`config.mk`:
```
export PLATFORM = sky130hd
export DESIGN_NAME = mem_arbiter
export DESIGN_NICKNAME = d
export VERILOG_FILES = /design/src/snes_cart_pkg.sv /design/src/mem_arbiter.sv
export SDC_FILE = /design/constraint.sdc
export NUM_CORES = 1
export LEC_CHECK = 0
export ABC_AREA = 1
export BUFFER_PORTS_ARGS = -buffer_cell sky130_fd_sc_hd__buf_2
export CORE_AREA = 2 2 68 70
export CTS_BUF_LIST = sky130_fd_sc_hd__clkbuf_2 sky130_fd_sc_hd__clkbuf_4 sky130_fd_sc_hd__clkbuf_8
export DETAILED_ROUTE_END_ITERATION = 10
export DIE_AREA = 0 0 70 72
export MAX_ROUTING_LAYER = met4
export PLACE_DENSITY = 0.73
export SLEW_MARGIN = 20
export SYNTH_ARGS = -nofsm -noshare
export SYNTH_HDL_FRONTEND = slang
export SYNTH_SLANG_ARGS = --single-unit
```
`constraint.sdc`:
```
create_clock -name clk_sys -period 0.8 [get_ports clk_sys]
set_clock_uncertainty 0.1 [all_clocks]
set_input_delay 0.04 -clock clk_sys [delete_from_list [all_inputs] [get_ports clk_sys]]
set_output_delay 0.04 -clock clk_sys [all_outputs]
set_load 0.01 [all_outputs]
```
`src/snes_cart_pkg.sv`:
```
// Types and constants shared by the cartridge load and save RAM modules, imported by wildcard
`default_nettype none

package snes_cart_pkg;

	// ======================================================================
	// User settings
	// ======================================================================

	// ROM header mapping choice
	typedef enum logic [2:0] {
		map_auto      = 3'd0,
		map_no_header = 3'd1,
		map_lorom     = 3'd2,
		map_hirom     = 3'd3,
		map_exhirom   = 3'd4
	} rom_map_e;

	typedef enum logic [1:0] {
		region_auto = 2'd0,
		region_ntsc = 2'd1,
		region_pal  = 2'd2
	} region_sel_e;

	// Initial contents written over the save RAM
	typedef enum logic [1:0] {
		pat_alt_9966 = 2'd0,
		pat_alt_00ff = 2'd1,
		pat_const_55 = 2'd2,
		pat_const_ff = 2'd3
	} fill_pat_e;

	// Backup RAM sector sequencer
	typedef enum logic [1:0] {
		bk_idle     = 2'd0,
		bk_request  = 2'd1,
		bk_transfer = 2'd2
	} bk_state_e;

	// ======================================================================
	// Widths and header layout
	// ======================================================================

	localparam int MASK_W       = 24;
	localparam int DL_ADDR_W    = 25;
	localparam int DL_DATA_W    = 16;
	localparam int SECTOR_BYTES = 512;
	localparam int SECTOR_BITS  = $clog2(SECTOR_BYTES);
	localparam int LBA_W        = 32;

	// Copier header in front of the ROM image
	localparam int HDR_OFFSET = 512;

	// Internal header bases, size bytes at base and base + 2
	localparam logic [DL_ADDR_W-1:0] HDR_LOROM   = 25'h000_7FD6;
	localparam logic [DL_ADDR_W-1:0] HDR_HIROM   = 25'h000_FFD6;
	localparam logic [DL_ADDR_W-1:0] HDR_EXHIROM = 25'h040_FFD6;

endpackage

`default_nettype wire
```
`src/mem_arbiter.sv`:
```
// Shares the save RAM between the clear engine, the SD buffer and the system port
`default_nettype none
`timescale 1ns/1ps

module mem_arbiter
	import snes_cart_pkg::*;
#(
	parameter int SAVE_ADDR_BITS = 12
) (
	input  wire                       clk_sys,
	input  wire                       clearing,
	input  wire                       clr_we,
	input  wire [SAVE_ADDR_BITS-1:0]  clr_addr,
	input  wire [7:0]                 clr_data,
	input  wire                       sd_ack,
	input  wire [LBA_W-1:0]           sd_lba,
	input  wire [SECTOR_BITS-1:0]     sd_buff_addr,
	input  wire [7:0]                 sd_buff_dout,
	input  wire                       sd_buff_wr,
	input  wire [MASK_W-1:0]          sys_addr,
	input  wire [7:0]                 sys_wdata,
	input  wire                       sys_rd,
	input  wire                       sys_wr,
	input  wire [MASK_W-1:0]          ram_mask,
	input  wire [7:0]                 ram_q,
	output logic [SAVE_ADDR_BITS-1:0] ram_addr,
	output logic [7:0]                ram_wdata,
	output logic                      ram_we,
	output logic [7:0]                sd_buff_din,
	output logic [7:0]                sys_rdata
);

	localparam int LBA_BITS = SAVE_ADDR_BITS - SECTOR_BITS;

	logic              grant_clr;
	logic              grant_sd;
	logic              grant_sys;
	logic              sd_rd_q;
	logic              sys_rd_q;
	logic [MASK_W-1:0] sys_addr_m;

	// Fixed priority where losers are simply dropped
	assign grant_clr  = clearing;
	assign grant_sd   = ~clearing & sd_ack;
	assign grant_sys  = ~clearing & ~sd_ack & (sys_rd | sys_wr);
	assign sys_addr_m = sys_addr & ram_mask;

	always_comb begin
		ram_addr  = sys_addr_m[SAVE_ADDR_BITS-1:0];
		ram_wdata = sys_wdata;
		ram_we    = grant_sys & sys_wr;
		if (grant_clr) begin
			ram_addr  = clr_addr;
			ram_wdata = clr_data;
			ram_we    = clr_we;
		end else if (grant_sd) begin
			// Byte address within the sector window of the current LBA
			ram_addr  = {sd_lba[LBA_BITS-1:0], sd_buff_addr};
			ram_wdata = sd_buff_dout;
			ram_we    = sd_buff_wr;
		end
	end

	// Read data owner for the cycle after the access
	always_ff @(posedge clk_sys) begin
		sd_rd_q  <= grant_sd & ~sd_buff_wr;
		sys_rd_q <= grant_sys & sys_rd & ~sys_wr;
	end

	assign sd_buff_din = sd_rd_q  ? ram_q : 8'h00;
	assign sys_rdata   = sys_rd_q ? ram_q : 8'h00;

	// System port stays off the RAM during a clear
	a_sys_not_clearing: assert property (@(posedge clk_sys)
		(sys_rd || sys_wr) |-> !clearing);

endmodule

`default_nettype wire

```
### After elaboration in Yosys (flattened, before gate mapping)

Cells that the tools add are included.

* word-level logic and storage cells: 23
* register bits: 2
* output and inout port bits: 37
* input port bits: 140

* bitwise gates (word level): 13
* mux-type cells: 8

Operator list (number)
* two-way mux 8 bit: 4
* two-way mux 12 bit: 2
* bitwise AND 12 bit: 1
* bitwise AND 1 bit: 7
* inverter 1 bit: 4
* two-way mux 1 bit: 2
* OR 1 bit: 1

### Longest topological paths before layout

* depth in word-level cells: 6
* depth in mapped cells: 4
* mapped depth without buffers: 4

### Least setup slack after synthesis

Ideal clock, no wire load.

* kind: reg2out
* start: register sd_rd_q
* end: output port sd_buff_din[0]
* path slack: 0.002 ns
* data required time: 0.660 ns
* path buffers: 1
* cell stages (with the launch flop): 4
* arrival time: 0.658 ns
* cell sequence: dfxtp_1 clkbuf_1 nand2_1 inv_1

* cells in the longest elaborated chain, start to end: 1

Ends and longest elaborated chain
* start: declaration: line mem_arbiter.sv:38 `logic sd_rd_q;`
* start signal: assignment: line mem_arbiter.sv:66 `sd_rd_q <= grant_sd & ~sd_buff_wr;`
* two-way mux 8 bit: line mem_arbiter.sv:70 `assign sd_buff_din = sd_rd_q ? ram_q : 8'h00;`
* end: declaration: line mem_arbiter.sv:29 `output logic [7:0] sd_buff_din,`

Every way passes these cells.

### Final worst setup path

* start: register sys_rd_q
* end: output port sys_rdata[6]

* cells in the longest elaborated chain, start to end: 1

Ends and longest elaborated chain
* start: declaration: line mem_arbiter.sv:39 `logic sys_rd_q;`
* start signal: assignment: line mem_arbiter.sv:67 `sys_rd_q <= grant_sys & sys_rd & ~sys_wr;`
* two-way mux 8 bit: line mem_arbiter.sv:71 `assign sys_rdata = sys_rd_q ? ram_q : 8'h00;`
* end: declaration: line mem_arbiter.sv:30 `output logic [7:0] sys_rdata`

Every way passes these cells.

==> impl_metrics.toml <==
[power_and_ir_drop]
internal_power_w = 0.001039
p_comb_frac = 0.692
power.total_w = 0.001627
power_frac_clock = 0.242
leakage_nw = 1.527
switchingPower_w = 0.0005876
vdd_ir_drop_max_uv = 358.6
seq_power_share = 0.066
p_sw_frac = 0.3612
powerDensity_nw_per_um2 = 719.0

[worst_setup_path]
cp_max_fo = 8
arrival_ps = 820
start_kind = "register"
worst_setup_path_end_kind = "primary output"
required_ps = 660
crit_type = "reg2out"

[synth]
synth_top_family_by_area = "simple AND/OR/NAND/NOR gates"
ys_seq_elements = 2
syn_inst = 158
synth-simple-area-share = 0.7466
syn-mean-instance-area_um2 = 5.908
synthMuxAreaShare = 0
synth_area_um2 = 933.4
synth_compound_area_frac = 0
seq_area_frac_synth = 0.04290
synthXorXnorAreaFrac = 0
synth_fp_nets = 298
synth.distinct_cells = 13
ys_warn_count = 0
yosys.area_share.adder = 0

[hold_path]
hp-class = "in2reg"

[cts]
cts.sinks = 2
cts.clk_slew.worst_paths_ps = 30
htree_levels = 1
cts_made_buffers = 3
cts_tree = "done"
clock_tree.root_cell = "clkbuf_8"
cts_buffer_depth = 2

[final_layout]
multi_input_area_um2 = 872.1
syn_to_final_growth_pct = 142.4
finish.net_count = 437
antenna_cells = 0
layout_common_cells = "buf_2 (98), nand2_1 (46), nand3_2 (39)"
regArea_um2 = 47.55
drive_gt1_frac = 0.7390
nFillCells = 391
final_common_cell = "buf_2"
fin_area_um2 = 2262

[floorplan]
pin_count = 177
core.rowCount = 24
fp.dieH_um = 72
start_util = 0.2189
core_area_um2 = 4264
die_w_um = 70
dieArea_um2 = 5040

[drt]
drt_pre_antenna_iters = 3
viasPerCell = 4.378
drc = 0
drtAntennaViolNets = 0
drtIter0Drc = 37
routed-via-count = 1519
wl_per_cell_um = 12.59
drt-total-wl_um = 4368

[timing]
finalMaxSlewViolations = 0
max_slew_margin = 0.8871
worst_pin_slew_ps = 168.9
fin_crit_sh = 1.194
rsz0062_at_grt = "true"
hold_viol_final = 0
max_freq_mhz = 1047
period_needed_ps = 955.5
setup_slack_ps = -155.5
setup_violations = 37

[global_route]
antenna_found_initial = 0
grt_overflow_total = 0
grt_max_degree = 14
grt_usage = 0.1743
first_global_vias = 1600
grt_pass1_wl_um = 6810

[placed_design]
placed_cell_area_um2 = 1637
port-buffer-count = 123
gp_congestion = 0.7848
dp_worst_setup_slack_ps = -78.43
hpwl_um = 3042

[run_status]
violations = "setup timing"
status = "finished, violations left"

[job]
drv_cap = 0
==> synthesized netlist by cell type <==
cell      instances  area share
nand2_2           1      0.0067
nor2_4            1       0.012
nand3_1           3       0.016
inv_2             1      0.0040
clkbuf_1          2      0.0080
nand3_2          39        0.42
nor2_1            2      0.0080
nand2_1          71        0.29
buf_6             6       0.072
dfxtp_1           2       0.043
inv_1            28        0.11
buf_4             1      0.0080
buf_2             1      0.0054
==> cell families after synthesis <==
family                 count (synthesis)
buffers and inverters                 39
DFF                                    2
and+or+nand+nor                      117
==> sequential cells by signal, indices dropped and copies added, names as in the netlist <==
signal,cells
sd_rd_q,1
sys_rd_q,1
==> critical path: stages (launching register included) <==
cell and delay (ps):
dfxtp_4 380, nand2_1 60, inv_1 50, buf_2 120
==> power groups by stage <==
stage	combinational [W]	sequential [W]	clock (W)
after floorplan	0.000362	0.000106	0
after global placement	0.000750	0.000112	0
after detailed placement	0.000759	0.000112	0
after CTS	0.00109	0.000107	0.000412
after global routing	0.00121	0.000109	0.000407
final	0.00113	0.000107	0.000394
==> repair_timing <==
action,CTS,global route
hold buffers,3,0
pin swaps,17,8
gates resized for setup,75,27
setup buffers,7,0
endpoints found under the setup margin,37,39
gates cloned,4,1
hold endpoints to repair,2,0
==> layer usage <==
metal / part of all wire / routed length (um) / GRT usage / vias up
met2: 0.54 / 2362 / 0.3397 / 89
li1: - / - / - / 757
met5: 0 / 0 / - / -
met3: 0.080 / 349 / 0.02361 / 2
met1: 0.38 / 1645 / 0.1792 / 671
met4: 0.0025 / 11 / 0.05983 / 0
==> layout make-up <==
class | instances | share of cell area
multi-input cells | 117 | 0.3855
repair buffers | 144 | 0.4928
flip-flops and latches | 2 | 0.02102
clock buffers | 3 | 0.01825
inverters | 29 | 0.05365
well taps | 52 | 0.02876
==> through the flow <==
stage	instances	hold slack, ps	TNS, ps	util
after floorplan	158	10.98	0	-
after global placement	331	138.5	-1267	0.3838
after detailed placement	331	139.5	-1726	0.3838
after CTS	348	119.1	-4461	0.5097
after global routing	347	156.5	-5823	0.5305
final	347	117.5	-4198	0.5305
==> worst paths after layout <==
| path | startpoint | to | slack, ps | cells after the start |
|---|---|---|---|---|
| max | sys_rd_q$_DFF_P_ | sys_rdata[6] | -160 | 3 |
| min | sd_buff_wr | sd_rd_q$_DFF_P_ | 120 | 3 |
No activity file was read; power rests on OpenSTA's default activity.
