===== config.mk =====
export PLATFORM = sky130hd
export DESIGN_NAME = ram_clear
export DESIGN_NICKNAME = d
export VERILOG_FILES = /design/src/snes_cart_pkg.sv /design/src/ram_clear.sv
export SDC_FILE = /design/constraint.sdc
export NUM_CORES = 1
export LEC_CHECK = 0
export ABC_CLOCK_PERIOD_IN_PS = 1800
export BUFFER_PORTS_ARGS = -buffer_cell sky130_fd_sc_hd__buf_2
export CAP_MARGIN = 10
export CORE_UTILIZATION = 46
export CTS_CLUSTER_DIAMETER = 200
export DETAILED_ROUTE_END_ITERATION = 16
export PLACE_DENSITY = 0.76
export SETUP_SLACK_MARGIN = 0.4
export SKIP_LAST_GASP = 1
export SLEW_MARGIN = 20
export SYNTH_ARGS = -nofsm -noshare
export SYNTH_HDL_FRONTEND = slang
export SYNTH_SLANG_ARGS = --single-unit

===== constraint.sdc =====
create_clock -name clk_sys -period 1.8 [get_ports clk_sys]
set_input_delay 0.09 -clock clk_sys [delete_from_list [all_inputs] [get_ports clk_sys]]
set_output_delay 0.09 -clock clk_sys [all_outputs]
set_load 0.02 [all_outputs]

===== src/snes_cart_pkg.sv =====
// Types and constants shared by the cartridge load and save RAM modules, imported by wildcard
`default_nettype none

package snes_cart_pkg;

	// ======================================================================
	// User settings
	// ======================================================================

	// ROM header mapping choice
	typedef enum logic [2:0] {
		map_auto      = 3'd0,
		map_no_header = 3'd1,
		map_lorom     = 3'd2,
		map_hirom     = 3'd3,
		map_exhirom   = 3'd4
	} rom_map_e;

	typedef enum logic [1:0] {
		region_auto = 2'd0,
		region_ntsc = 2'd1,
		region_pal  = 2'd2
	} region_sel_e;

	// Initial contents written over the save RAM
	typedef enum logic [1:0] {
		pat_alt_9966 = 2'd0,
		pat_alt_00ff = 2'd1,
		pat_const_55 = 2'd2,
		pat_const_ff = 2'd3
	} fill_pat_e;

	// Backup RAM sector sequencer
	typedef enum logic [1:0] {
		bk_idle     = 2'd0,
		bk_request  = 2'd1,
		bk_transfer = 2'd2
	} bk_state_e;

	// ======================================================================
	// Widths and header layout
	// ======================================================================

	localparam int MASK_W       = 24;
	localparam int DL_ADDR_W    = 25;
	localparam int DL_DATA_W    = 16;
	localparam int SECTOR_BYTES = 512;
	localparam int SECTOR_BITS  = $clog2(SECTOR_BYTES);
	localparam int LBA_W        = 32;

	// Copier header in front of the ROM image
	localparam int HDR_OFFSET = 512;

	// Internal header bases, size bytes at base and base + 2
	localparam logic [DL_ADDR_W-1:0] HDR_LOROM   = 25'h000_7FD6;
	localparam logic [DL_ADDR_W-1:0] HDR_HIROM   = 25'h000_FFD6;
	localparam logic [DL_ADDR_W-1:0] HDR_EXHIROM = 25'h040_FFD6;

endpackage

`default_nettype wire

===== src/ram_clear.sv =====
// Fills every save RAM address with the selected pattern when a download starts
`default_nettype none
`timescale 1ns/1ps

module ram_clear
	import snes_cart_pkg::*;
#(
	parameter int SAVE_ADDR_BITS = 12
) (
	input  wire                       clk_sys,
	input  wire                       RESET,
	input  wire                       dl_active,
	input  wire fill_pat_e            fill_sel,
	output logic                      clearing,
	output logic                      clr_we,
	output logic [SAVE_ADDR_BITS-1:0] clr_addr,
	output logic [7:0]                clr_data
);

	logic dl_active_d;
	logic fill_wait;

	// One write, one idle cycle per address
	always_ff @(posedge clk_sys) begin
		if (RESET) begin
			dl_active_d <= 1'b0;
			clearing    <= 1'b0;
			fill_wait   <= 1'b0;
			clr_addr    <= '0;
		end else begin
			dl_active_d <= dl_active;
			if (clearing) begin
				fill_wait <= ~fill_wait;
				if (fill_wait) begin
					clr_addr <= clr_addr + 1'b1;
					if (&clr_addr)
						clearing <= 1'b0;
				end
			end else begin
				clr_addr  <= '0;
				fill_wait <= 1'b0;
			end
			if (dl_active && !dl_active_d)
				clearing <= 1'b1;
		end
	end

	assign clr_we = clearing & ~fill_wait;

	// Power-on patterns seen on real consoles
	always_comb begin
		case (fill_sel)
			pat_alt_9966: clr_data = (clr_addr[8] ^ clr_addr[2]) ? 8'h66 : 8'h99;
			pat_alt_00ff: clr_data = (clr_addr[9] ^ clr_addr[0]) ? 8'hFF : 8'h00;
			pat_const_55: clr_data = 8'h55;
			default:      clr_data = 8'hFF;
		endcase
	end

	// Writes step through the addresses in ascending order
	a_clear_ascending: assert property (@(posedge clk_sys) disable iff (RESET)
		(clr_we && clr_addr != '0) |-> clr_addr == $past(clr_addr, 2) + 1'b1);

endmodule

`default_nettype wire


* After elaboration in Yosys (flattened, before gate mapping) *
Index checks and enable logic that the tools add are counted.

storage, ports and cells
  register bits = 15
  input bits = 5
  output and inout port bits = 22

operators by class
  $add $sub $neg = 1
  eq/ne operators = 2
  multiplexer cells = 7
  bitwise operators = 5
  reductions and logical operators = 5

operators with widths
  kind                   number
  $pmux 8 s3             1
  $mux 8                 2
  $add 12x1->12 const B  1
  $reduce_and 12->1      1
  $mux 1                 4
  $eq 2x1->1 const B     1
  $eq 2x2->1 const B     1
  $logic_not 2->1        1
  $not 1->1              2
  $reduce_or 2->1        1
  $xor 1x1->1            2
  $and 1x1->1            1
  $logic_and 1x1->1      1
  $logic_not 1->1        1

* Longest topological paths before layout *
  depth in word-level cells = 5
  mapped depth = 5

* Least setup slack after synthesis *
OpenSTA, ideal clock, no wires.

  path kind = reg2out
  from = reg clr_addr[2]
  to = out clr_data[7]
  arrival time = 1601 ps
  path slack = 109 ps
  stages on the path, launching flop included = 5
  path through = dfxtp_1 > xnor2_1 > nand2_1 > o21ai_0 > buf_4

between the ends
  word-level cells in the longest chain between the ends = 3

RTL lines
  element                 line             RTL
  from (decl)             ram_clear.sv:16  output logic [SAVE_ADDR_BITS-1:0] clr_addr,
  from (signal assigned)  ram_clear.sv:35  clr_addr <= clr_addr + 1'b1;
  $xor 1x1->1             ram_clear.sv:53  pat_alt_9966: clr_data = (clr_addr[8] ^ clr_addr[2]) ? 8'h66 : 8'h99;
  $mux 8                  ram_clear.sv:53
  $pmux 8 s3              ram_clear.sv:52  case (fill_sel)
  to (decl)               ram_clear.sv:17  output logic [7:0] clr_data

No other way between the ends.

* Final worst setup path *
  from = reg clr_addr[0]
  to = out clr_data[1]

between the ends
  word-level cells in the longest chain between the ends = 3

RTL lines
  element      line             RTL
  $xor 1x1->1  ram_clear.sv:54  pat_alt_00ff: clr_data = (clr_addr[9] ^ clr_addr[0]) ? 8'hFF : 8'h00;
  $mux 8       ram_clear.sv:54
  $pmux 8 s3   ram_clear.sv:52

No other way between the ends.

==> summary.txt <==
Cells and area
  • Share of layout cells above drive strength 1: 48.33%
  • Synth-to-Final Area Change: 48.13%
  • Non-Filler Cell Area, Final: between 1000 and 1500 sq um
  • Nets: 127
  • Ant diodes: 0
  • Finished Layout Cells: 136
  • Filler instances: 119

Worst setup path
  • WP data arrival: between 1 and 1.5 ns
  • CP Capture Type: output port
  • Setup CP Type: reg2out
  • Crit Path Max Fanout: 2
  • Required @ worst endpoint: around 1.7 ns
  • Critical Path Source Type: flip-flop

Synth
  • #FFs+latches synth: 15
  • Synth Cell Area: 735.7 sq um
  • FFs w/ async S/R, synth: 0%
  • Top post-synthesis cells by area: dfxtp_1 (41%), a21oi_1 (4.8%), xor2_1 (4.8%), buf_4 (4.1%), o31ai_1 (4.1%)
  • Synth warnings: 0
  • Post-synth EDFFs: 0
  • Synth top area share: between 40% and 50%
  • Mean Syn Cell Area: approximately 8.6 sq um
  • Cell variety after synth: 27
  • Post-Syn Nets: 92
  • Gate Count Post-Synth: 86
  • Leading cell types by count after synthesis: dfxtp_1 (15), a21oi_1 (7), nand2_1 (6), nor2_1 (6), o21ai_0 (5)
  • Sequential element share of the synthesized area: 40.82%
  • Largest area contributor in the netlist: dfxtp_1
  • Dominant synthesized flop cell: dfxtp_1
  • Count leader, synth: dfxtp_1

Power and ir drop
  • Sequential Power Share: a little over half
  • P per Cell Area: around 570 nW/um^2
  • Maximum VDD drop: 0.0004287 V
  • Logic pwr share: 15.8%
  • Internal Power: 0.4638 mW
  • Lkg Pwr: about 0.45 nW
  • Clk pwr share: between 30% and 40%
  • Net switching power: approximately 0.16 mW
  • Net Sw Frac: between 20% and 30%

GRT
  • Vias in the first global route: 664
  • Tot GR Track Use: between 20% and 30%
  • First-pass GRT wire length: 2766 um
  • Antenna violations before repair: 0
  • Largest net degree at the start of global routing: 14
  • Gr ovfl total: 0

Routing
  • First DRT Iteration DRCs: 24
  • Remaining DRCs: 0
  • Routed vias: between 700 and 800
  • Antenna Nets Post-Route: 0
  • Routed len/inst: around 14 um
  • Vias per Instance: slightly below 6
  • Drt total wl: about 1900 um
  • Drt pass-1 iters: 4

Clock network
  • Clock latency on the worst-skew pair: 0.27 ns
  • CTS tree: built
  • CTS Root Cell: clkbuf_4
  • CTS sink count: 15
  • Num CTS Buffers: 3
  • Worst-path clk slew: 0.09 ns
  • H-tree depth: 1
  • Longest Clk Path Bufs: 2

STA
  • Slew Limit Headroom: between 60% and 70%
  • Min Tclk post-route: 1.497 ns
  • Max frequency: ~670 MHz
  • Hold Fails Final Rpt: 0
  • Fin Setup TNS: 0 ns
  • RSZ-0062 raised after global routing: yes
  • Layout Skew: about 0.0028 ns
  • Max-slew violation count: 0
  • Fin worst setup slack: around 0.3 ns
  • Final setup fails: 0
  • Final period utilization: between 80% and 90%
  • Hold Slack: between 0.07 and 0.08 ns
  • Slew @ Worst Pin: roughly 0.5 ns

Hold path
  • Hold WC Path Type: in2reg

Die
  • Die Y: 41.99 um
  • CORE AREA: between 1500 and 2000 sq um
  • Initial Utilization: about half
  • IO Pins: 27
  • Die ar.: around 1800 sq um
  • Cell Rows: 14
  • Die W: around 42 um

Placement
  • # port buffers: 26
  • Placed inst area: between 800 and 900 sq um
  • Place WS: approximately 0.3 ns
  • Placed cells: between 100 and 150
  • Gp weighted congestion: 0.7378
  • Dpl hpwl: around 1100 um

Outcome
  • Status: finished clean

Flow run
  • Max_cap viols: 0
==> what timing repair did <==
action / 4_1_cts / 5_1_grt
endpoints found under the hold margin: 1 / 0
hold buffers: 1 / 0
endpoints found under the setup margin: 11 / 14
pin swaps: 3 / 6
setup buffers: 7 / 1
resized for setup: 20 / 14
gates cloned: 0 / 1
==> metrics by stage <==
stage          util (%)  power [mW]
2_1_floorplan         -      0.4061
3_3_place_gp      56.98      0.4237
3_5_place_dp      56.98      0.4251
4_1_cts           67.69      0.6259
5_1_grt           72.34      0.6526
6_report          72.34      0.6264
==> cell usage in the layout (no fill, tap or decap), drive strengths merged, types with 5 or more instances in the layout <==
cell type	n
nand4	6
nor2	6
o21ai	5
a21oi	7
dfxtp	15
buf	35
nand2	6
==> worst max-delay path, cell delays in order, from the launching register on <==
cell and delay [ns]:
dfxtp_4 0.36, xor2_2 0.17, or2_4 0.23, o22a_1 0.23, buf_6 0.14
==> power groups by stage <==
| stage | sequential, mW | clock (mW) | combinational, mW |
|---|---|---|---|
| floorplan | 0.351 | 0 | 0.0552 |
| global placement | 0.349 | 0 | 0.0752 |
| detailed placement | 0.349 | 0 | 0.0763 |
| CTS | 0.338 | 0.195 | 0.0923 |
| global route | 0.339 | 0.208 | 0.106 |
| finish | 0.338 | 0.190 | 0.0988 |
==> logic make-up after synthesis <==
kind of cell / Yosys count / synth area share, %
AOI/OAI and AO/OA: 19 / 15.65
xor gates and xnor gates: 6 / 7.143
adders and majority gates: 1 / 1.700
muxes: 1 / 1.361
and+or+nand+nor: 33 / 25.34
buffers and inverters: 11 / 7.992
DFF: 15 / 40.82
==> area by class of cell <==
cell class	instances	area, sq um	area share (%)
inverter	4	15.01	1.378
clock buffer	4	26.28	2.411
multi-input combinational	61	459.2	42.14
timing repair buffer	36	251.5	23.08
tap	16	20.02	1.837
sequential	15	317.8	29.16
==> registers in the layout (all words and copies together), names as in the netlist <==
| signal | cells |
|---|---|
| clearing | 1 |
| clr_addr | 12 |
| dl_active_d | 1 |
| fill_wait | 1 |
==> metal layers <==
| metal | vias to the layer above | track usage, % | part of all wire [%] |
|---|---|---|---|
| li1 | 377 | - | - |
| met3 | 2 | 2.586 | 5.0 |
| met2 | 33 | 36.25 | 55 |
| met4 | 0 | 7.742 | 0.47 |
| met5 | - | 0 | 0 |
| met1 | 375 | 24.31 | 39 |
==> worst paths after layout <==
path / slack (ns) / end / cells past startpoint / startpoint
setup / recovery: 0.30 / clr_data[1] / 4 / clr_addr[0]
hold / removal: 0.08 / dl_active_d / 2 / dl_active
setup reg to reg: 0.37 / clr_addr[9] / 3 / clr_addr[5]
hold reg to reg: 0.49 / clearing / 2 / dl_active_d
(Power assumes the default switching activity.)
