`src/snes_cart_pkg.sv`:
```
// Types and constants shared by the cartridge load and save RAM modules, imported by wildcard
`default_nettype none

package snes_cart_pkg;

	// ======================================================================
	// User settings
	// ======================================================================

	// ROM header mapping choice
	typedef enum logic [2:0] {
		map_auto      = 3'd0,
		map_no_header = 3'd1,
		map_lorom     = 3'd2,
		map_hirom     = 3'd3,
		map_exhirom   = 3'd4
	} rom_map_e;

	typedef enum logic [1:0] {
		region_auto = 2'd0,
		region_ntsc = 2'd1,
		region_pal  = 2'd2
	} region_sel_e;

	// Initial contents written over the save RAM
	typedef enum logic [1:0] {
		pat_alt_9966 = 2'd0,
		pat_alt_00ff = 2'd1,
		pat_const_55 = 2'd2,
		pat_const_ff = 2'd3
	} fill_pat_e;

	// Backup RAM sector sequencer
	typedef enum logic [1:0] {
		bk_idle     = 2'd0,
		bk_request  = 2'd1,
		bk_transfer = 2'd2
	} bk_state_e;

	// ======================================================================
	// Widths and header layout
	// ======================================================================

	localparam int MASK_W       = 24;
	localparam int DL_ADDR_W    = 25;
	localparam int DL_DATA_W    = 16;
	localparam int SECTOR_BYTES = 512;
	localparam int SECTOR_BITS  = $clog2(SECTOR_BYTES);
	localparam int LBA_W        = 32;

	// Copier header in front of the ROM image
	localparam int HDR_OFFSET = 512;

	// Internal header bases, size bytes at base and base + 2
	localparam logic [DL_ADDR_W-1:0] HDR_LOROM   = 25'h000_7FD6;
	localparam logic [DL_ADDR_W-1:0] HDR_HIROM   = 25'h000_FFD6;
	localparam logic [DL_ADDR_W-1:0] HDR_EXHIROM = 25'h040_FFD6;

endpackage

`default_nettype wire
```
`src/header_detect.sv`:
```
// Watches the cartridge download and derives ROM/RAM sizes, map type, region and address masks
`default_nettype none
`timescale 1ns/1ps

module header_detect
	import snes_cart_pkg::*;
(
	input  wire                     clk_sys,
	input  wire                     RESET,
	input  wire                     dl_active,
	input  wire [DL_ADDR_W-1:0]     dl_addr,
	input  wire [DL_DATA_W-1:0]     dl_data,
	input  wire                     dl_wr,
	input  wire rom_map_e           map_sel,
	input  wire region_sel_e        region_sel,
	output logic [7:0]              rom_type,
	output logic [3:0]              ram_size,
	output logic [MASK_W-1:0]       rom_mask,
	output logic [MASK_W-1:0]       ram_mask,
	output logic                    pal
);

	logic [3:0]            rom_size;
	logic                  rom_region;
	logic                  hdr_hit;
	logic [DL_ADDR_W-1:0]  hdr_base;
	logic [DL_ADDR_W-1:0]  rom_size_addr;
	logic [DL_ADDR_W-1:0]  ram_size_addr;

	// Header location for a forced map
	always_comb begin
		hdr_hit  = 1'b1;
		hdr_base = HDR_LOROM;
		case (map_sel)
			map_lorom:   hdr_base = HDR_LOROM;
			map_hirom:   hdr_base = HDR_HIROM;
			map_exhirom: hdr_base = HDR_EXHIROM;
			default:     hdr_hit  = 1'b0;
		endcase
		rom_size_addr = hdr_base + DL_ADDR_W'(HDR_OFFSET);
		ram_size_addr = hdr_base + DL_ADDR_W'(HDR_OFFSET + 2);
	end

	always_ff @(posedge clk_sys) begin
		if (RESET) begin
			rom_size   <= 4'h0;
			ram_size   <= 4'h0;
			rom_type   <= 8'h00;
			rom_region <= 1'b0;
			pal        <= 1'b0;
		end else if (dl_active) begin
			if (dl_wr) begin
				// First word carries the loader's own size and type bytes
				if (dl_addr == '0) begin
					rom_size <= 4'hC;
					ram_size <= 4'h0;
					if (map_sel == map_auto && dl_data[7:0] != 8'h00)
						{ram_size, rom_size} <= dl_data[7:0];
					case (map_sel)
						map_no_header: rom_type <= 8'd0;
						map_lorom:     rom_type <= 8'd0;
						map_hirom:     rom_type <= 8'd1;
						map_exhirom:   rom_type <= 8'd2;
						default:       rom_type <= dl_data[15:8];
					endcase
				end

				if (dl_addr == DL_ADDR_W'(2))
					rom_region <= dl_data[8];

				// Forced map reads sizes from the cartridge's internal header
				if (hdr_hit && dl_addr == rom_size_addr)
					rom_size <= dl_data[11:8];
				if (hdr_hit && dl_addr == ram_size_addr)
					ram_size <= dl_data[3:0];
			end
		end else begin
			pal <= (region_sel == region_auto) ? rom_region : (region_sel == region_pal);
		end
	end

	// Masks in bytes, 1 KB times a power of two
	assign rom_mask = (MASK_W'(1024) << rom_size) - 1'b1;
	assign ram_mask = (ram_size != 4'h0) ? (MASK_W'(1024) << ram_size) - 1'b1 : '0;

endmodule

`default_nettype wire

```
`config.mk`:
```
export PLATFORM = sky130hd
export DESIGN_NAME = header_detect
export DESIGN_NICKNAME = d
export VERILOG_FILES = /design/src/snes_cart_pkg.sv /design/src/header_detect.sv
export SDC_FILE = /design/constraint.sdc
export NUM_CORES = 1
export LEC_CHECK = 0
export ABC_AREA = 1
export BUFFER_PORTS_ARGS = -buffer_cell sky130_fd_sc_hd__buf_2
export CORE_MARGIN = 2
export CORE_UTILIZATION = 48
export DETAILED_ROUTE_END_ITERATION = 8
export HOLD_SLACK_MARGIN = 0.06
export PLACE_DENSITY = 0.82
export SYNTH_ARGS = -nofsm -noshare
export SYNTH_HDL_FRONTEND = slang
export SYNTH_SLANG_ARGS = --single-unit
```
`constraint.sdc`:
```
create_clock -name clk_sys -period 3.45 [get_ports clk_sys]
set_clock_uncertainty 0.1 [all_clocks]
set_input_delay 0.345 -clock clk_sys [delete_from_list [all_inputs] [get_ports clk_sys]]
set_output_delay 0.345 -clock clk_sys [all_outputs]
set_load 0.02 [all_outputs]
```
# Yosys cells after proc, flatten, opt, wreduce, memory -nomap -nowiden
# Index checks and enable logic that the tools add are counted.
[totals] elab_cells=46 input_bits=50 regBits=18 out_inout_bits=61
[classes] eq_ne=8 n_addsub=4 n_reduce_logical=16 shifts=2 n_mux=11
[ops] cell="25-bit by 10-bit adder with 25-bit output (second input constant)" count=2
[ops] cell="25-bit equality test" count=2
[ops] cell="11-bit by 4-bit left shift with 24-bit output (first input constant)" count=2
[ops] cell="24-bit by 1-bit subtractor with 24-bit output (second input constant)" count=2
[ops] cell="23-bit one-hot mux with 2 select lines" count=1
[ops] cell="25-bit by 2-bit equality test with 1-bit output (second input constant)" count=1
[ops] cell="25-bit zero test" count=1
[ops] cell="24-bit two-way mux" count=1
[ops] cell="4-bit two-way mux" count=6
[ops] cell="8-bit one-hot mux with 3 select lines" count=1
[ops] cell="3-bit AND reduction" count=4
[ops] cell="8-bit nonzero test" count=1
[ops] cell="3-bit by 2-bit equality test with 1-bit output (second input constant)" count=2
[ops] cell="2-bit nonzero test" count=2
[ops] cell="4-bit nonzero test" count=1
[ops] cell="3-bit by 1-bit equality test with 1-bit output (second input constant)" count=1
[ops] cell="3-bit equality test (second input constant)" count=1
[ops] cell="1-bit logical AND" count=3
[ops] cell="3-bit zero test" count=1
[ops] cell="3-bit OR reduction" count=1
[ops] cell="2-bit equality test (second input constant)" count=1
[ops] cell="2-bit zero test" count=1
[ops] cell="1-bit two-way mux" count=2
[ops] cell="2-bit OR reduction" count=1

# Logic depth before layout (Yosys ltp)
[depth] ltp_word=7 depth_mapped=11 depth_no_buf=11

# Least setup slack after synthesis
# OpenSTA, ideal clock, no wires.
[synth_timing] path_type="register to output" startpoint="register ram_size[2]" endpoint="output port ram_mask[20]" stages_incl_launch_ff=7 arrival_ns=1.894 required_ns=3.005 n_path_buf=0 slack_ns=1.111 path_cell_list="dfxtp_1 inv_1 o21ai_0 nor2_1 nor2_1 nand2_1 a21oi_1"
[synth_between] elab_chain_len=3 word_cells_on_any_way=4 classes_between="add/sub: 1; shift: 1; mux: 1; reduce/logical: 1"
[synth_rtl] item="start: declaration" line_no="header_detect.sv:17" rtl="output logic [3:0] ram_size,"
[synth_rtl] item="start signal: assignment" line_no="header_detect.sv:58" rtl="{ram_size, rom_size} <= dl_data[7:0];"
[synth_rtl] item="start signal: assignment" line_no="header_detect.sv:75" rtl="ram_size <= dl_data[3:0];"
[synth_rtl] item="11-bit by 4-bit left shift with 24-bit output" line_no="header_detect.sv:84" rtl="assign ram_mask = (ram_size != 4'h0) ? (MASK_W'(1024) << ram_size) - 1'b1 : '0;"
[synth_rtl] item="24-bit by 1-bit subtractor with 24-bit output" line_no="header_detect.sv:84"
[synth_rtl] item="24-bit two-way mux (*)" line_no="header_detect.sv:84"
[synth_rtl] item="end: declaration" line_no="header_detect.sv:19" rtl="output logic [MASK_W-1:0] ram_mask,"
# Every way passes the cells marked *; elsewhere a longest branch is shown, timed or not.

# Worst setup path in the final report
[layout_timing] startpoint="register ram_size[0]" endpoint="output port ram_mask[20]"
# Same word-level chain as after synthesis.

==> impl_metrics.tcl <==
set metrics [dict create \
    core_sq_um 3943 \
    routed_via_density 4.814 \
    status "finished clean" \
    clockBufferDepth 2 \
    htreeDepth 1 \
    cts_tree "yes" \
    drv_slew 0 \
    synthTopCellsByCount "nor2_1, nand2_1, inv_1" \
    final_net_count 465 \
    pwr-share-seq 0.437 \
    finalCritPeriodShare 0.7297 \
    grt_first_pass_wirelength_mm 7.355 \
    relSlewSlack 0.6512 \
    period_minus_slack_ns 2.517 \
    crit_path_end_kind "output port" \
    cp_data_arrival_time_ns 2.07 \
    cp-endpoint "ram_mask[20]" \
    syn_inst 325 \
    hp-class "in2reg" \
    cp-start-kind "flip-flop" \
    r2r-end "ram_size[3]$_SDFFE_PP0P_" \
    p_int_w 0.0003457 \
    cts-resized-gates 0 \
    r2r_cells 4 \
    syn_area_sq_um 1952 \
    hold_viol_final 0 \
    r2r_slack_ns 2.44 \
    path_clk_slew_ns 0.07 \
    rsz0062_at_grt "false" \
    routabilityCongestion 0.8137 \
    post-route-drc-count 0 \
    dieArea_sq_um 4593 \
    yosys_most_used_dff "dfxtp_1" \
    drt-initial-drc-count 98 \
    ios 111 \
    min_path_cells 2 \
    vias 2224 \
    use_met2 0.3922 \
    grt.met3_usage 0.03500 \
    clock_latency_ns 0.25 \
    fillers 389 \
    wl_per_cell_microns 9.874 \
    dp_hpwl_mm 3.871 \
    yosys_warnings 0 \
    powerDensity_nw_per_um2 198.0 \
    numCtsBuffers 3 \
    leakage_nw 1.458 \
    area_growth_pct 23.53 \
    power_frac_comb 0.211 \
    critPathKind "reg2out" \
    yosysTopAreaCell "dfxtp_1" \
    grt.overflow.total 0 \
    grt_busiest_layer "met2" \
    grt_pass1_vias 1896 \
    switching_share 0.2758 \
    seq_area_frac_synth 0.1846 \
    antenna_found_initial 0 \
    synth.avg_cell_area_sq_um 6.006 \
    synth_edf_count 0 \
    post_cts_buffers 0 \
    required_ns 3.00 \
    yosys.cell_count.top_type "nor2_1" \
    die_y_microns 67.77 \
    setup.worst_path.start "ram_size[0]$_SDFFE_PP0P_" \
    ir_drop_uv 199.1 \
    clkPwrFrac 0.352 \
    wirelength_mm 4.562 \
    fp-row-count 23 \
    start_util 0.4951 \
    cap_violations 0 \
    finalSetupViolations 0 \
    timing.rr.start "ram_size[3]$_SDFFE_PP0P_" \
    finalSetupTns_ns 0 \
    io_buffers 100 \
    drive_gt1_frac 0.3180 \
    tightest_slew_ns 0.5226 \
    clockRootBuffer "clkbuf_8" \
    insertedDiodeCount 0 \
    ctsHoldBuffers 0 \
    grt_max_degree 17 \
    gr-usage-met1 0.2288 \
    fmax_mhz 397.2 \
    dr.pass1.iters 4 \
    cp_max_fo 6 \
    detail-route-antenna-nets 0 \
    p_switching_w 0.0001316 \
    whs_ns 0.1717 \
    synthArstFlopShare 0 \
    synth.top_cell.area_share 0.1846 \
    synth_area_leaders "dfxtp_1, nor2_1, nand2_1" \
    globalRouteTotalUtil 0.1984 \
    yosysUniqueCellTypes 33 \
    clock-sinks 18 \
    ys_seq_elements 18 \
    die_x_microns 67.77 \
]
sequential cells by signal, summed over array words and instances (netlist names):
register and flops:
pal 1, ram_size 4, rom_region 1, rom_size 4, rom_type 8
power groups by stage:
stage / clock network, W / logic [W] / registers (W)
finish: 0.000168 / 0.000101 / 0.000208
CTS: 0.000168 / 0.000101 / 0.000208
global placement: 0 / 0.0000983 / 0.000213
floorplan: 0 / 0.0000678 / 0.000214
global route: 0.000172 / 0.000115 / 0.000208
detailed placement: 0 / 0.000100 / 0.000213
stage by stage:
step	power, W	util	worst slack, ns	instance area, sq um	instances
global route	0.0004958	0.6116	0.7129	2411	462
detailed placement	0.0003135	0.5976	1.222	2356	458
global placement	0.0003114	0.5976	1.340	2356	458
CTS	0.0004774	0.6116	0.9492	2411	462
floorplan	0.0002815	-	1.111	1986	334
finish	0.0004773	0.6116	0.9326	2411	462
area by class of cell:
| cell class | instances | area, sq um | area share |
|---|---|---|---|
| Multi-Input combinational cell | 238 | 1236 | 0.5127 |
| Tap cell | 50 | 62.56 | 0.02595 |
| Timing Repair Buffer | 100 | 500.5 | 0.2076 |
| Clock buffer | 4 | 55.05 | 0.02283 |
| Sequential cell | 18 | 360.3 | 0.1495 |
| Inverter | 52 | 196.4 | 0.08147 |
worst min-delay path by stage:
stage | slack [ns] | endpoint | from
2_1_floorplan | 0.31 | rom_type[1]$_SDFFE_PP0P_ | RESET
3_3_place_gp | 0.35 | rom_type[6]$_SDFFE_PP0P_ | rom_type[6]$_SDFFE_PP0P_
3_5_place_dp | 0.36 | rom_type[5]$_SDFFE_PP0P_ | rom_type[5]$_SDFFE_PP0P_
4_1_cts | 0.17 | rom_type[1]$_SDFFE_PP0P_ | RESET
5_1_grt | 0.21 | rom_type[1]$_SDFFE_PP0P_ | RESET
6_report | 0.17 | rom_type[1]$_SDFFE_PP0P_ | RESET
cells by family (layout without fill, tap and decap cells):
| kind of cell | count (synthesis) | in the layout | synth area share |
|---|---|---|---|
| flops | 18 | 18 | 0.1846 |
| buf+inv | 78 | 156 | 0.1994 |
| compound gates | 35 | 35 | 0.1077 |
| fa+ha+maj | 2 | 2 | 0.01282 |
| other cells | 1 | 10 | 0.001921 |
| simple gates | 188 | 188 | 0.4801 |
| xor+xnor | 3 | 3 | 0.01346 |
critical path: stages, from the launching register on:
cell and delay [ns]:
dfxtp_1 0.34, nor2_1 0.24, inv_1 0.07, nor2_1 0.29, inv_1 0.11, ha_1 0.21, inv_1 0.07, nor2_1 0.07
nand2_1 0.07, a21oi_1 0.04, a21oi_1 0.13, buf_2 0.18
placed cells by master (no fill, tap or decap), drive strengths merged, types with 3 or more instances in the layout:
cell type / n
nand3: 32
a21oi: 16
inv: 49
nand2: 62
nor3: 9
nand4: 15
conb: 10
clkinv: 3
clkbuf: 4
dfxtp: 18
nor2: 67
buf: 100
o21ai: 17
metal layers:
| metal | wire length, microns | vias to the layer above |
|---|---|---|
| met1 | 1998 | 961 |
| met4 | 11 | 0 |
| met5 | 0 | - |
| li1 | - | 1181 |
| met2 | 2224 | 80 |
| met3 | 327 | 2 |
(Power assumes the default switching activity.)
